**src/source/periph_pkg.sv**
```systemverilog
package periph_pkg;

   //////////////////////////////
   // Widths
   //////////////////////////////

   localparam int PIN_COUNT = 16;

   // Bus word, also used for addresses
   typedef logic [31:0]          data_t;
   typedef logic [3:0]           be_t;
   typedef logic [PIN_COUNT-1:0] pins_t;
   typedef logic [7:0]           duty_t;
   typedef logic [63:0]          tick_t;

   //////////////////////////////
   // Register offsets
   //////////////////////////////

   localparam data_t TIM_CTRL_OFS    = 32'h00;
   localparam data_t TIM_CMP_L_OFS   = 32'h04;
   localparam data_t TIM_CMP_H_OFS   = 32'h08;
   localparam data_t TIM_CNT_L_OFS   = 32'h0C;
   localparam data_t TIM_CNT_H_OFS   = 32'h10;
   localparam data_t PWM_EN_OFS      = 32'h14;
   localparam data_t PWM_DIV_OFS     = 32'h18;
   localparam data_t PWM_DUTY_OFS    = 32'h1C;
   localparam data_t GPIO_OUT_OFS    = 32'h20;
   localparam data_t GPIO_IN_OFS     = 32'h24;
   localparam data_t GPIO_OE_OFS     = 32'h28;
   localparam data_t GPIO_SEL_OFS    = 32'h2C;
   localparam data_t GPIO_IRQEN_OFS  = 32'h30;
   localparam data_t GPIO_IRQPOL_OFS = 32'h34;
   localparam data_t GPIO_IRQ_OFS    = 32'h38;

   //////////////////////////////
   // Bus and configuration
   //////////////////////////////

   typedef struct packed {
      logic  we;
      data_t addr;
      data_t wdata;
      be_t   be;
   } bus_req_t;

   typedef struct packed {
      logic  en;
      logic  clr;
      tick_t cmp;
   } tim_cfg_t;

   typedef struct packed {
      logic  en;
      duty_t div;
      duty_t duty;
   } pwm_cfg_t;

   // Per-pin control, bit n belongs to pin n
   typedef struct packed {
      pins_t out;
      pins_t oe;
      pins_t sel;
      pins_t irq_en;
      pins_t irq_pol;
   } gpio_cfg_t;

endpackage
```
**src/source/peripheral_unit.sv**
```systemverilog
`timescale 1ns/1ps

module peripheral_unit #(
   parameter periph_pkg::data_t BASE_ADDR = 32'h1000_0000
) (
   input  logic              i_clk,
   input  logic              i_rst_n,
   // Core bus
   input  logic              i_req,
   input  logic              i_we,
   input  periph_pkg::data_t i_addr,
   input  periph_pkg::data_t i_wdata,
   input  periph_pkg::be_t   i_be,
   output logic              o_gnt,
   output logic              o_rvalid,
   output periph_pkg::data_t o_rdata,
   // Interrupts
   output logic              o_timer_irq,
   output logic              o_gpio_irq,
   // Pins
   input  periph_pkg::pins_t i_io_in,
   output periph_pkg::pins_t o_io_out,
   output periph_pkg::pins_t o_io_oe_n
);

   periph_pkg::bus_req_t  bus_req;
   periph_pkg::tim_cfg_t  tim_cfg;
   periph_pkg::pwm_cfg_t  pwm_cfg;
   periph_pkg::gpio_cfg_t gpio_cfg;
   periph_pkg::tick_t     tim_count;
   periph_pkg::pins_t     irq_clr;
   periph_pkg::pins_t     gpio_in;
   periph_pkg::pins_t     irq_pend;
   logic                  pwm_out;

   assign bus_req = '{we: i_we, addr: i_addr, wdata: i_wdata, be: i_be};

   periph_reg_file #(
      .BASE_ADDR(BASE_ADDR)
   ) u_reg_file (
      .i_clk      (i_clk),
      .i_rst_n    (i_rst_n),
      .i_req      (i_req),
      .i_bus      (bus_req),
      .o_gnt      (o_gnt),
      .o_rvalid   (o_rvalid),
      .o_rdata    (o_rdata),
      .o_tim_cfg  (tim_cfg),
      .i_tim_count(tim_count),
      .o_pwm_cfg  (pwm_cfg),
      .o_gpio_cfg (gpio_cfg),
      .o_irq_clr  (irq_clr),
      .i_gpio_in  (gpio_in),
      .i_irq_pend (irq_pend)
   );

   periph_timer u_timer (
      .i_clk  (i_clk),
      .i_rst_n(i_rst_n),
      .i_cfg  (tim_cfg),
      .o_count(tim_count),
      .o_irq  (o_timer_irq)
   );

   pwm_modulator u_pwm (
      .i_clk  (i_clk),
      .i_rst_n(i_rst_n),
      .i_cfg  (pwm_cfg),
      .o_pwm  (pwm_out)
   );

   gpio_pin_mux u_pin_mux (
      .i_clk     (i_clk),
      .i_rst_n   (i_rst_n),
      .i_cfg     (gpio_cfg),
      .i_irq_clr (irq_clr),
      .i_pwm     (pwm_out),
      .i_io_in   (i_io_in),
      .o_io_out  (o_io_out),
      .o_io_oe_n (o_io_oe_n),
      .o_gpio_in (gpio_in),
      .o_irq_pend(irq_pend),
      .o_irq     (o_gpio_irq)
   );

endmodule

```
**src/source/periph_reg_file.sv**
```systemverilog
`timescale 1ns/1ps

module periph_reg_file #(
   parameter periph_pkg::data_t BASE_ADDR = 32'h1000_0000
) (
   input  logic                  i_clk,
   input  logic                  i_rst_n,
   input  logic                  i_req,
   input  periph_pkg::bus_req_t  i_bus,
   output logic                  o_gnt,
   output logic                  o_rvalid,
   output periph_pkg::data_t     o_rdata,
   output periph_pkg::tim_cfg_t  o_tim_cfg,
   input  periph_pkg::tick_t     i_tim_count,
   output periph_pkg::pwm_cfg_t  o_pwm_cfg,
   output periph_pkg::gpio_cfg_t o_gpio_cfg,
   output periph_pkg::pins_t     o_irq_clr,
   input  periph_pkg::pins_t     i_gpio_in,
   input  periph_pkg::pins_t     i_irq_pend
);

   periph_pkg::data_t     offset;
   periph_pkg::data_t     be_mask;
   periph_pkg::data_t     rd_word;
   periph_pkg::data_t     wr_word;
   logic                  wr_en;

   periph_pkg::tim_cfg_t  tim_cfg_q;
   periph_pkg::pwm_cfg_t  pwm_cfg_q;
   periph_pkg::gpio_cfg_t gpio_cfg_q;
   periph_pkg::pins_t     irq_clr_q;

   // No wait states
   assign o_gnt = i_req;
   assign wr_en = i_req & i_bus.we;

   //////////////////////////////
   // Decode and read mux
   //////////////////////////////

   always_comb begin
      offset = i_bus.addr - BASE_ADDR;
      for (int b = 0; b < 4; b++) begin
         be_mask[8*b +: 8] = {8{i_bus.be[b]}};
      end
      case (offset)
         periph_pkg::TIM_CTRL_OFS:    rd_word = periph_pkg::data_t'(tim_cfg_q.en);
         periph_pkg::TIM_CMP_L_OFS:   rd_word = tim_cfg_q.cmp[31:0];
         periph_pkg::TIM_CMP_H_OFS:   rd_word = tim_cfg_q.cmp[63:32];
         periph_pkg::TIM_CNT_L_OFS:   rd_word = i_tim_count[31:0];
         periph_pkg::TIM_CNT_H_OFS:   rd_word = i_tim_count[63:32];
         periph_pkg::PWM_EN_OFS:      rd_word = periph_pkg::data_t'(pwm_cfg_q.en);
         periph_pkg::PWM_DIV_OFS:     rd_word = periph_pkg::data_t'(pwm_cfg_q.div);
         periph_pkg::PWM_DUTY_OFS:    rd_word = periph_pkg::data_t'(pwm_cfg_q.duty);
         periph_pkg::GPIO_OUT_OFS:    rd_word = periph_pkg::data_t'(gpio_cfg_q.out);
         periph_pkg::GPIO_IN_OFS:     rd_word = periph_pkg::data_t'(i_gpio_in);
         periph_pkg::GPIO_OE_OFS:     rd_word = periph_pkg::data_t'(gpio_cfg_q.oe);
         periph_pkg::GPIO_SEL_OFS:    rd_word = periph_pkg::data_t'(gpio_cfg_q.sel);
         periph_pkg::GPIO_IRQEN_OFS:  rd_word = periph_pkg::data_t'(gpio_cfg_q.irq_en);
         periph_pkg::GPIO_IRQPOL_OFS: rd_word = periph_pkg::data_t'(gpio_cfg_q.irq_pol);
         periph_pkg::GPIO_IRQ_OFS:    rd_word = periph_pkg::data_t'(i_irq_pend);
         default:                     rd_word = '0;
      endcase
      // Old value with the enabled bytes replaced
      wr_word = (rd_word & ~be_mask) | (i_bus.wdata & be_mask);
   end

   //////////////////////////////
   // Control registers
   //////////////////////////////

   always_ff @(posedge i_clk or negedge i_rst_n) begin
      if (!i_rst_n) begin
         tim_cfg_q  <= '0;
         pwm_cfg_q  <= '0;
         gpio_cfg_q <= '0;
         irq_clr_q  <= '0;
      end else begin
         // Strobes last one cycle
         tim_cfg_q.clr <= 1'b0;
         irq_clr_q     <= '0;
         if (wr_en) begin
            case (offset)
               periph_pkg::TIM_CTRL_OFS: begin
                  tim_cfg_q.en  <= wr_word[0];
                  tim_cfg_q.clr <= wr_word[1];
               end
               periph_pkg::TIM_CMP_L_OFS:   tim_cfg_q.cmp[31:0]  <= wr_word;
               periph_pkg::TIM_CMP_H_OFS:   tim_cfg_q.cmp[63:32] <= wr_word;
               periph_pkg::PWM_EN_OFS:      pwm_cfg_q.en         <= wr_word[0];
               periph_pkg::PWM_DIV_OFS:     pwm_cfg_q.div        <= wr_word[7:0];
               periph_pkg::PWM_DUTY_OFS:    pwm_cfg_q.duty       <= wr_word[7:0];
               periph_pkg::GPIO_OUT_OFS: begin
                  gpio_cfg_q.out <= wr_word[periph_pkg::PIN_COUNT-1:0];
               end
               periph_pkg::GPIO_OE_OFS: begin
                  gpio_cfg_q.oe <= wr_word[periph_pkg::PIN_COUNT-1:0];
               end
               periph_pkg::GPIO_SEL_OFS: begin
                  gpio_cfg_q.sel <= wr_word[periph_pkg::PIN_COUNT-1:0];
               end
               periph_pkg::GPIO_IRQEN_OFS: begin
                  gpio_cfg_q.irq_en <= wr_word[periph_pkg::PIN_COUNT-1:0];
               end
               periph_pkg::GPIO_IRQPOL_OFS: begin
                  gpio_cfg_q.irq_pol <= wr_word[periph_pkg::PIN_COUNT-1:0];
               end
               periph_pkg::GPIO_IRQ_OFS: begin
                  // Write 1 to clear, only in enabled bytes
                  irq_clr_q <= i_bus.wdata[periph_pkg::PIN_COUNT-1:0]
                               & be_mask[periph_pkg::PIN_COUNT-1:0];
               end
               default: ;
            endcase
         end
      end
   end

   // Response one cycle after each granted request
   always_ff @(posedge i_clk or negedge i_rst_n) begin
      if (!i_rst_n) begin
         o_rvalid <= 1'b0;
         o_rdata  <= '0;
      end else begin
         o_rvalid <= i_req;
         o_rdata  <= (i_req && !i_bus.we) ? rd_word : '0;
      end
   end

   assign o_tim_cfg  = tim_cfg_q;
   assign o_pwm_cfg  = pwm_cfg_q;
   assign o_gpio_cfg = gpio_cfg_q;
   assign o_irq_clr  = irq_clr_q;

endmodule

```
**src/source/gpio_pin_mux.sv**
```systemverilog
`timescale 1ns/1ps

module gpio_pin_mux (
   input  logic                  i_clk,
   input  logic                  i_rst_n,
   input  periph_pkg::gpio_cfg_t i_cfg,
   input  periph_pkg::pins_t     i_irq_clr,
   input  logic                  i_pwm,
   input  periph_pkg::pins_t     i_io_in,
   output periph_pkg::pins_t     o_io_out,
   output periph_pkg::pins_t     o_io_oe_n,
   output periph_pkg::pins_t     o_gpio_in,
   output periph_pkg::pins_t     o_irq_pend,
   output logic                  o_irq
);

   periph_pkg::pins_t sync_1;
   periph_pkg::pins_t sync_2;
   periph_pkg::pins_t prev;
   periph_pkg::pins_t rise;
   periph_pkg::pins_t fall;
   periph_pkg::pins_t edge_hit;
   periph_pkg::pins_t pend_q;
   periph_pkg::pins_t pend_nxt;
   logic              irq_q;

   //////////////////////////////
   // Output path
   //////////////////////////////

   // sel 1 routes PWM and forces the driver on
   assign o_io_out  = (i_cfg.sel & {periph_pkg::PIN_COUNT{i_pwm}}) | (~i_cfg.sel & i_cfg.out);
   assign o_io_oe_n = ~(i_cfg.oe | i_cfg.sel);

   //////////////////////////////
   // Input path
   //////////////////////////////

   always_ff @(posedge i_clk or negedge i_rst_n) begin
      if (!i_rst_n) begin
         sync_1 <= '0;
         sync_2 <= '0;
         prev   <= '0;
      end else begin
         sync_1 <= i_io_in;
         sync_2 <= sync_1;
         prev   <= sync_2;
      end
   end

   assign o_gpio_in = sync_2;

   // Edge toward irq_pol on enabled pins
   always_comb begin
      rise     = sync_2 & ~prev;
      fall     = ~sync_2 & prev;
      edge_hit = ((i_cfg.irq_pol & rise) | (~i_cfg.irq_pol & fall)) & i_cfg.irq_en;
      // Set beats clear
      pend_nxt = (pend_q & ~i_irq_clr) | edge_hit;
   end

   always_ff @(posedge i_clk or negedge i_rst_n) begin
      if (!i_rst_n) begin
         pend_q <= '0;
         irq_q  <= 1'b0;
      end else begin
         pend_q <= pend_nxt;
         irq_q  <= |pend_nxt;
      end
   end

   assign o_irq_pend = pend_q;
   assign o_irq      = irq_q;

endmodule

```
**src/source/pwm_modulator.sv**
```systemverilog
`timescale 1ns/1ps

module pwm_modulator (
   input  logic                 i_clk,
   input  logic                 i_rst_n,
   input  periph_pkg::pwm_cfg_t i_cfg,
   output logic                 o_pwm
);

   periph_pkg::duty_t pre_cnt;
   periph_pkg::duty_t phase;
   logic              tick;
   logic              pwm_q;

   // One tick every div+1 clocks
   assign tick = (pre_cnt >= i_cfg.div);

   always_ff @(posedge i_clk or negedge i_rst_n) begin
      if (!i_rst_n) begin
         pre_cnt <= '0;
      end else if (!i_cfg.en) begin
         pre_cnt <= '0;
      end else if (tick) begin
         pre_cnt <= '0;
      end else begin
         pre_cnt <= pre_cnt + 8'd1;
      end
   end

   // Phase wraps at 256
   always_ff @(posedge i_clk or negedge i_rst_n) begin
      if (!i_rst_n) begin
         phase <= '0;
      end else if (!i_cfg.en) begin
         phase <= '0;
      end else if (tick) begin
         phase <= phase + 8'd1;
      end
   end

   always_ff @(posedge i_clk or negedge i_rst_n) begin
      if (!i_rst_n) begin
         pwm_q <= 1'b0;
      end else begin
         pwm_q <= i_cfg.en && (phase < i_cfg.duty);
      end
   end

   assign o_pwm = pwm_q;

endmodule

```
**src/source/periph_timer.sv**
```systemverilog
`timescale 1ns/1ps

module periph_timer (
   input  logic                 i_clk,
   input  logic                 i_rst_n,
   input  periph_pkg::tim_cfg_t i_cfg,
   output periph_pkg::tick_t    o_count,
   output logic                 o_irq
);

   periph_pkg::tick_t count_q;
   periph_pkg::tick_t count_nxt;
   logic              irq_q;

   // Clear wins over counting
   always_comb begin
      if (i_cfg.clr) begin
         count_nxt = '0;
      end else if (i_cfg.en) begin
         count_nxt = count_q + 64'd1;
      end else begin
         count_nxt = count_q;
      end
   end

   always_ff @(posedge i_clk or negedge i_rst_n) begin
      if (!i_rst_n) begin
         count_q <= '0;
      end else begin
         count_q <= count_nxt;
      end
   end

   // Compare on next count so irq tracks the counter register
   always_ff @(posedge i_clk or negedge i_rst_n) begin
      if (!i_rst_n) begin
         irq_q <= 1'b0;
      end else begin
         irq_q <= i_cfg.en && (count_nxt >= i_cfg.cmp);
      end
   end

   assign o_count = count_q;
   assign o_irq   = irq_q;

endmodule

```
**config.mk**
```make
export PLATFORM = sky130hd
export DESIGN_NAME = peripheral_unit
export DESIGN_NICKNAME = d
export VERILOG_FILES = /design/src/source/periph_pkg.sv /design/src/source/peripheral_unit.sv /design/src/source/periph_reg_file.sv /design/src/source/gpio_pin_mux.sv /design/src/source/pwm_modulator.sv /design/src/source/periph_timer.sv
export SDC_FILE = /design/constraint.sdc
export NUM_CORES = 1
export LEC_CHECK = 0
export BUFFER_PORTS_ARGS = -buffer_cell sky130_fd_sc_hd__buf_2
export CORE_UTILIZATION = 56
export CTS_BUF_LIST = sky130_fd_sc_hd__clkbuf_4
export CTS_CLUSTER_SIZE = 8
export DETAILED_ROUTE_END_ITERATION = 8
export HOLD_SLACK_MARGIN = 0.02
export PLACE_DENSITY_LB_ADDON = 0.1
export SKIP_LAST_GASP = 1
export SLEW_MARGIN = 0
export SYNTH_ARGS = -nofsm -noshare
export SYNTH_HDL_FRONTEND = slang
export SYNTH_HIERARCHICAL = 1
export SYNTH_SLANG_ARGS = --single-unit
```
**constraint.sdc**
```tcl
create_clock -name i_clk -period 3.4 [get_ports i_clk]
set_input_delay 0.51 -clock i_clk [delete_from_list [all_inputs] [get_ports i_clk]]
set_output_delay 0.51 -clock i_clk [all_outputs]
set_load 0.01 [all_outputs]
```
-- Yosys cells after proc, flatten, opt, wreduce, memory -nomap -nowiden
Cells that the tools add are included.
- output and inout port bits: 68
- bits in registers: 359
- logic and storage cells: 102
- equal/unequal tests: 15
- magnitude comparators: 3
- bitwise gates (word level): 24
- muxes and demuxes: 14
- reductions and logical operators: 17
- $add $sub $neg: 4
- operators by type and width (kind ; count):
    32-bit case mux with 15 select lines ; 1
    32-bit by 6-bit == test with 1-bit output (second input constant) ; 7
    16-bit bitwise AND ; 9
    32-bit by 5-bit == test with 1-bit output (second input constant) ; 4
    64-bit 2-to-1 mux ; 2
    32-bit 2-to-1 mux ; 3
    16-bit NOT ; 6
    65-bit 2-to-1 mux ; 1
    64-bit by 1-bit adder with 64-bit output (second input constant) ; 1
    32-bit bitwise AND ; 2
    32-bit by 4-bit == test with 1-bit output (second input constant) ; 2
    64-bit greater-or-equal comparator ; 1
    16-bit bitwise OR ; 4
    32-bit by 3-bit == test with 1-bit output (second input constant) ; 1
    32-bit zero test ; 1
    16-bit 2-to-1 mux ; 2
    8-bit 2-to-1 mux ; 4
    32-bit NOT ; 1
    32-bit bitwise OR ; 1
    32-bit by 29-bit subtractor with 32-bit output (second input constant) ; 1
    2-bit AND reduction ; 11
    8-bit by 1-bit adder with 8-bit output (second input constant) ; 2
    16-bit OR reduction ; 1
    8-bit greater-or-equal comparator ; 1
    6 further kinds ; 8

-- Depth between registers and ports, before layout
- word-level depth: 7
- depth in mapped cells: 15
- depth with buffers taken out: 14

-- By module
The synthesis kept the hierarchy.
- modules (own cells, without submodules) (module ; cells each ; seq. area each (µm²) ; instances ; area each (µm²)):
    periph_reg_file ; 1050 ; 5305.1 ; 1 ; 10764.1
    periph_timer ; 563 ; 1626.6 ; 1 ; 4792.1
    gpio_pin_mux ; 167 ; 1626.6 ; 1 ; 2419.8
    pwm_modulator ; 119 ; 425.4 ; 1 ; 1157.4

-- Worst setup path after synthesis
No wires, ideal clock.
- path type: flip-flop to flip-flop
- start: register u_timer.count_q[32], in the netlist u_timer/o_count[32]
- end: register u_timer.irq_q, in the netlist u_timer/o_irq
- data arrival time: 3139 ps
- cell stages (with the launch flop): 14
- period minus slack after synthesis: 3270 ps
- required time: 3270 ps
- setup time: 130 ps
- path slack: 130 ps
- cells stage by stage: dfrtp_1 > and4_4 > nand4_4 > or4_4 > or2_4 > or3_1 > a21oi_1 > ha_1 > a21oi_1 > nand2_1 > a221oi_1 > o21ai_0 > a22oi_1 > o21ai_0
- longest elaborated chain between the ends: 5
- RTL lines (what ; line ; text):
    start, declared ; periph_timer.sv:11 ; periph_pkg::tick_t count_q;
    start signal, assigned ; periph_timer.sv:30 ; count_q <= count_nxt;
    64-bit by 1-bit adder with 64-bit output ; periph_timer.sv:20 ; count_nxt = count_q + 64'd1;
    64-bit 2-to-1 mux ; periph_timer.sv:19 ; end else if (i_cfg.en) begin
    64-bit 2-to-1 mux ; periph_timer.sv:17 ; if (i_cfg.clr) begin
    via u_timer.count_nxt[62] ; periph_timer.sv:12 ; periph_pkg::tick_t count_nxt;
    64-bit greater-or-equal comparator ; periph_timer.sv:39 ; irq_q <= i_cfg.en && (count_nxt >= i_cfg.cmp);
    1-bit logical AND ; periph_timer.sv:39 ;
    end signal, assigned ; periph_timer.sv:39 ;
    end, declared ; periph_timer.sv:13 ; logic irq_q;
The timed path passes the listed nets, and every way through them passes these cells.
A chain may end at the register's enable or synchronous reset.

-- Worst setup path in the final report
- start: register u_timer.count_q[35], in the netlist u_timer/o_count[35]
- end: register u_timer.irq_q, in the netlist u_timer/o_irq
Same word-level chain as after synthesis.

==> impl_metrics.csv <==
group,metric,value,unit
route,routed-via-count,16800,
finish,areaGrowthSynthToFinish,18.5,%
synth,ys_types,89,
route,post_drt_wl_per_cell,22.8,um
synth,seq_area_frac_synth,0.470,
synth,synth_most_common_cell,"dfrtp_1",
global_route,grt_remaining_overflow,0,
finish,final_nets,2378,
min_path,timing.hold.worst.class,"input port to flop",
finish,utilization,0.674,
sta,final-setup-viol-count,0,
global_route,grt_start_max_net_pins,101,
placement,detailedPlace.worstSlack,0.0439,ns
sta,post-route-period-util,0.961,
floorplanning,initial_utilization,0.569,
sta,max_clock_freq,0.306,GHz
placement,place_hpwl,44800,um
synth,yosysTopAreaCell,"dfrtp_1",
critical_path,crit_path_max_fo,6,
sta,postLayoutSetupSlackWorst,0.134,ns
floorplanning,rows,67,
power_and_ir_drop,static-leakage-power,0.0103,uW
cts,cts_htree_levels,3,
sta,final_hold_vios,0,
power_and_ir_drop,worst_ir_drop_vdd,0.370,mV
critical_path,crit_type,"flop to flop",
route,drtIter0Drc,1531,
route,detailed_route_vias_per_instance,6.19,
placement,port-buffer-count,155,
critical_path,worstRegToRegCells,13,
finish,layout-drive-gt1-share,0.248,
critical_path,critPathRequiredTime,4.05,ns
floorplanning,design.core.area,33600,um^2
critical_path,cp.arrival,3.92,ns
run_status,outcome,"complete, no violations",
finish,n_fill_cell,2731,
floorplanning,io-pin-count,156,
synth,netlist.area_leader.share,0.470,
cts,clk_path_buf_depth,3,
synth,mappedNetlistArea,19100,um^2
floorplanning,die_w,187,um
sta,final_period_demand_of_the_worst_path,3.27,ns
synth,most_frequent_cells_after_synthesis,"dfrtp_1, nor2_1, a21oi_1",
sta,slew_headroom,0.232,
min_path,number_of_stages_on_the_worst_hold_path,3,
route,drt_first_pass_iters,7,
cts,tritoncts_clock_tree,"built",
cts,clk_pin_slew,0.06,ns
route,detail_route.wirelength,61900,um
synth,synth_ff_type,"dfrtp_1",
synth,ys_ff_latch,359,
global_route,track_usage,0.358,
cts,cts_made_buffers,92,
synth,yosysWarnings,6,
sta,worstMarginPinSlew,1.15,ns
sta,timing.setup.tns,0,ns
floorplanning,die_y,187,um
cts,cts.root.buffer_cell,"clkbuf_4",
global_route,initial_antenna_violation_count,4,
synth,synth_async_sr_flop_share,1.00,
route,drc,0,
job,maxCapViolations,0,
synth,synth.area.top_cells,"dfrtp_1, ha_1, nor2_1",
sta,maxSlewViolCount,0,
cts,numClockSinks,359,
placement,gp_routability_congestion,0.969,
sta,worst_clock_skew,0.0601,ns
synth,syn_avg_cell_area,10.1,um^2
route,detail-route-antenna-nets,0,
critical_path,worst_setup_path_start_kind,"flop",
sta,whs,0.0804,ns
critical_path,crit_path_end_kind,"flop",
synth,synth_nets,2069,
global_route,via_count_of_the_first_global_routing_pass,16600,
cts,clk-insertion-delay-late,0.82,ns
synth,synthCells,1899,
power_and_ir_drop,power.density_cell_area,365,nW/um^2
power_and_ir_drop,finalPower,8280,uW
floorplanning,design.die.area,34900,um^2
global_route,first_pass_grt_wire_length,95700,um
synth,number_of_enable_flip_flop_cells_after_synthesis,0,
==> stage by stage <==
stage / instance area [um^2] / std cells
after detailed placement: 21000 / 2516
final: 22700 / 2720
after global routing: 22700 / 2718
after CTS: 22500 / 2710
after floorplan: 19100 / 1899
after global placement: 21000 / 2516
==> final timing paths <==
kind,start,slack (ns),endpoint
min reg2reg,u_pin_mux/sync_1[15]$_DFF_PN0_,0.34,u_pin_mux/o_gpio_in[15]$_DFF_PN0_
min,i_wdata[31],0.08,u_reg_file/o_tim_cfg[63]$_DFFE_PN0P_
max,u_timer/o_count[35]$_DFF_PN0_,0.13,u_timer/o_irq$_DFF_PN0_
max reg2reg,u_timer/o_count[35]$_DFF_PN0_,0.13,u_timer/o_irq$_DFF_PN0_
max in group asynchronous,i_rst_n,2.13,u_reg_file/o_irq_clr[7]$_DFF_PN0_
min in group asynchronous,i_rst_n,0.35,u_reg_file/o_rdata[19]$_DFF_PN0_
==> cell type report <==
class	instances	area, um^2	share of cell area
timing repair buffer	311	2140	0.0945
inverter	96	360	0.0159
clock buffer	125	938	0.0414
sequential	359	8980	0.396
antenna	5	12.5	0.000552
tap	448	561	0.0247
clock inverter	28	141	0.00624
multi-input combinational	1348	9530	0.420
==> repair_timing <==
item,4_1_cts,5_1_grt
gates resized for setup,0,34
endpoints found under the hold margin,141,0
endpoints found under the setup margin,0,1
buffers inserted,0,5
hold buffers,41,0
==> report_power, final <==
part | leakage [uW] | total [uW] | internal (uW) | switching, uW
sequential | 0.00490 | 4320 | 4300 | 19.0
combinational | 0.00474 | 452 | 152 | 301
clock | 0.000650 | 3510 | 1710 | 1800
total | 0.0103 | 8280 | 6170 | 2120
==> metal layers <==
| layer | wire length [um] | global-route usage |
|---|---|---|
| met5 | 22 | 0 |
| met4 | 3090 | 0.185 |
| met3 | 5460 | 0.0754 |
| met2 | 28200 | 0.553 |
| met1 | 25100 | 0.479 |
==> sequential cells by signal (all words and copies together), names as in the netlist, 16 cells and up <==
signal and count:
u_pin_mux/o_gpio_in 16, u_pin_mux/o_irq_pend 16, u_pin_mux/prev 16, u_pin_mux/sync_1 16, u_reg_file/o_gpio_cfg 80, u_reg_file/o_irq_clr 16, u_reg_file/o_pwm_cfg 17, u_reg_file/o_rdata 32
u_reg_file/o_tim_cfg 66, u_timer/o_count 64
==> layout by cell type, fill, tap and decap left out, drive strengths merged, types with 11 or more instances in the layout <==
cell / count
nand4bb: 17
o211ai: 12
nor4: 30
nand4b: 19
mux2i: 41
xor2: 32
dlygate4sd3: 41
dfrtp: 359
mux2: 71
buf: 270
nand3: 85
o2bb2ai: 17
a21oi: 100
clkinv: 24
ha: 82
nand2: 92
clkbuf: 125
a22oi: 44
nand4: 34
inv: 100
and4: 12
o31a: 11
or3: 16
xnor2: 29
and3: 20
a31oi: 81
nor2: 262
nor3: 36
and2: 20
nand2b: 20
o21ai: 46
==> critical path, cell delays in order, from the launching register on <==
cell and delay [ns]:
dfrtp_1 0.35, and4_4 0.26, nand4_4 0.10, or4_4 0.54
or2_4 0.27, or3_4 0.38, a21oi_4 0.17, ha_4 0.23
a21oi_2 0.13, nand2_1 0.06, a221oi_1 0.27, o21ai_1 0.10
a22oi_1 0.18, o21ai_1 0.08
==> cell families (layout without fill, tap and decap cells) <==
logic type / after synthesis / in the layout / synth area share
and+or+nand+nor: 707 / 707 / 0.205
xor gates and xnor gates: 61 / 61 / 0.0279
AOI/OAI and AO/OA: 383 / 383 / 0.135
muxes: 115 / 115 / 0.0668
other: 0 / 5 / 0
buffers and inverters: 192 / 560 / 0.0425
adders and majority gates: 82 / 82 / 0.0536
DFF: 359 / 359 / 0.470
Note: power is estimated with default switching activity, not from simulation.
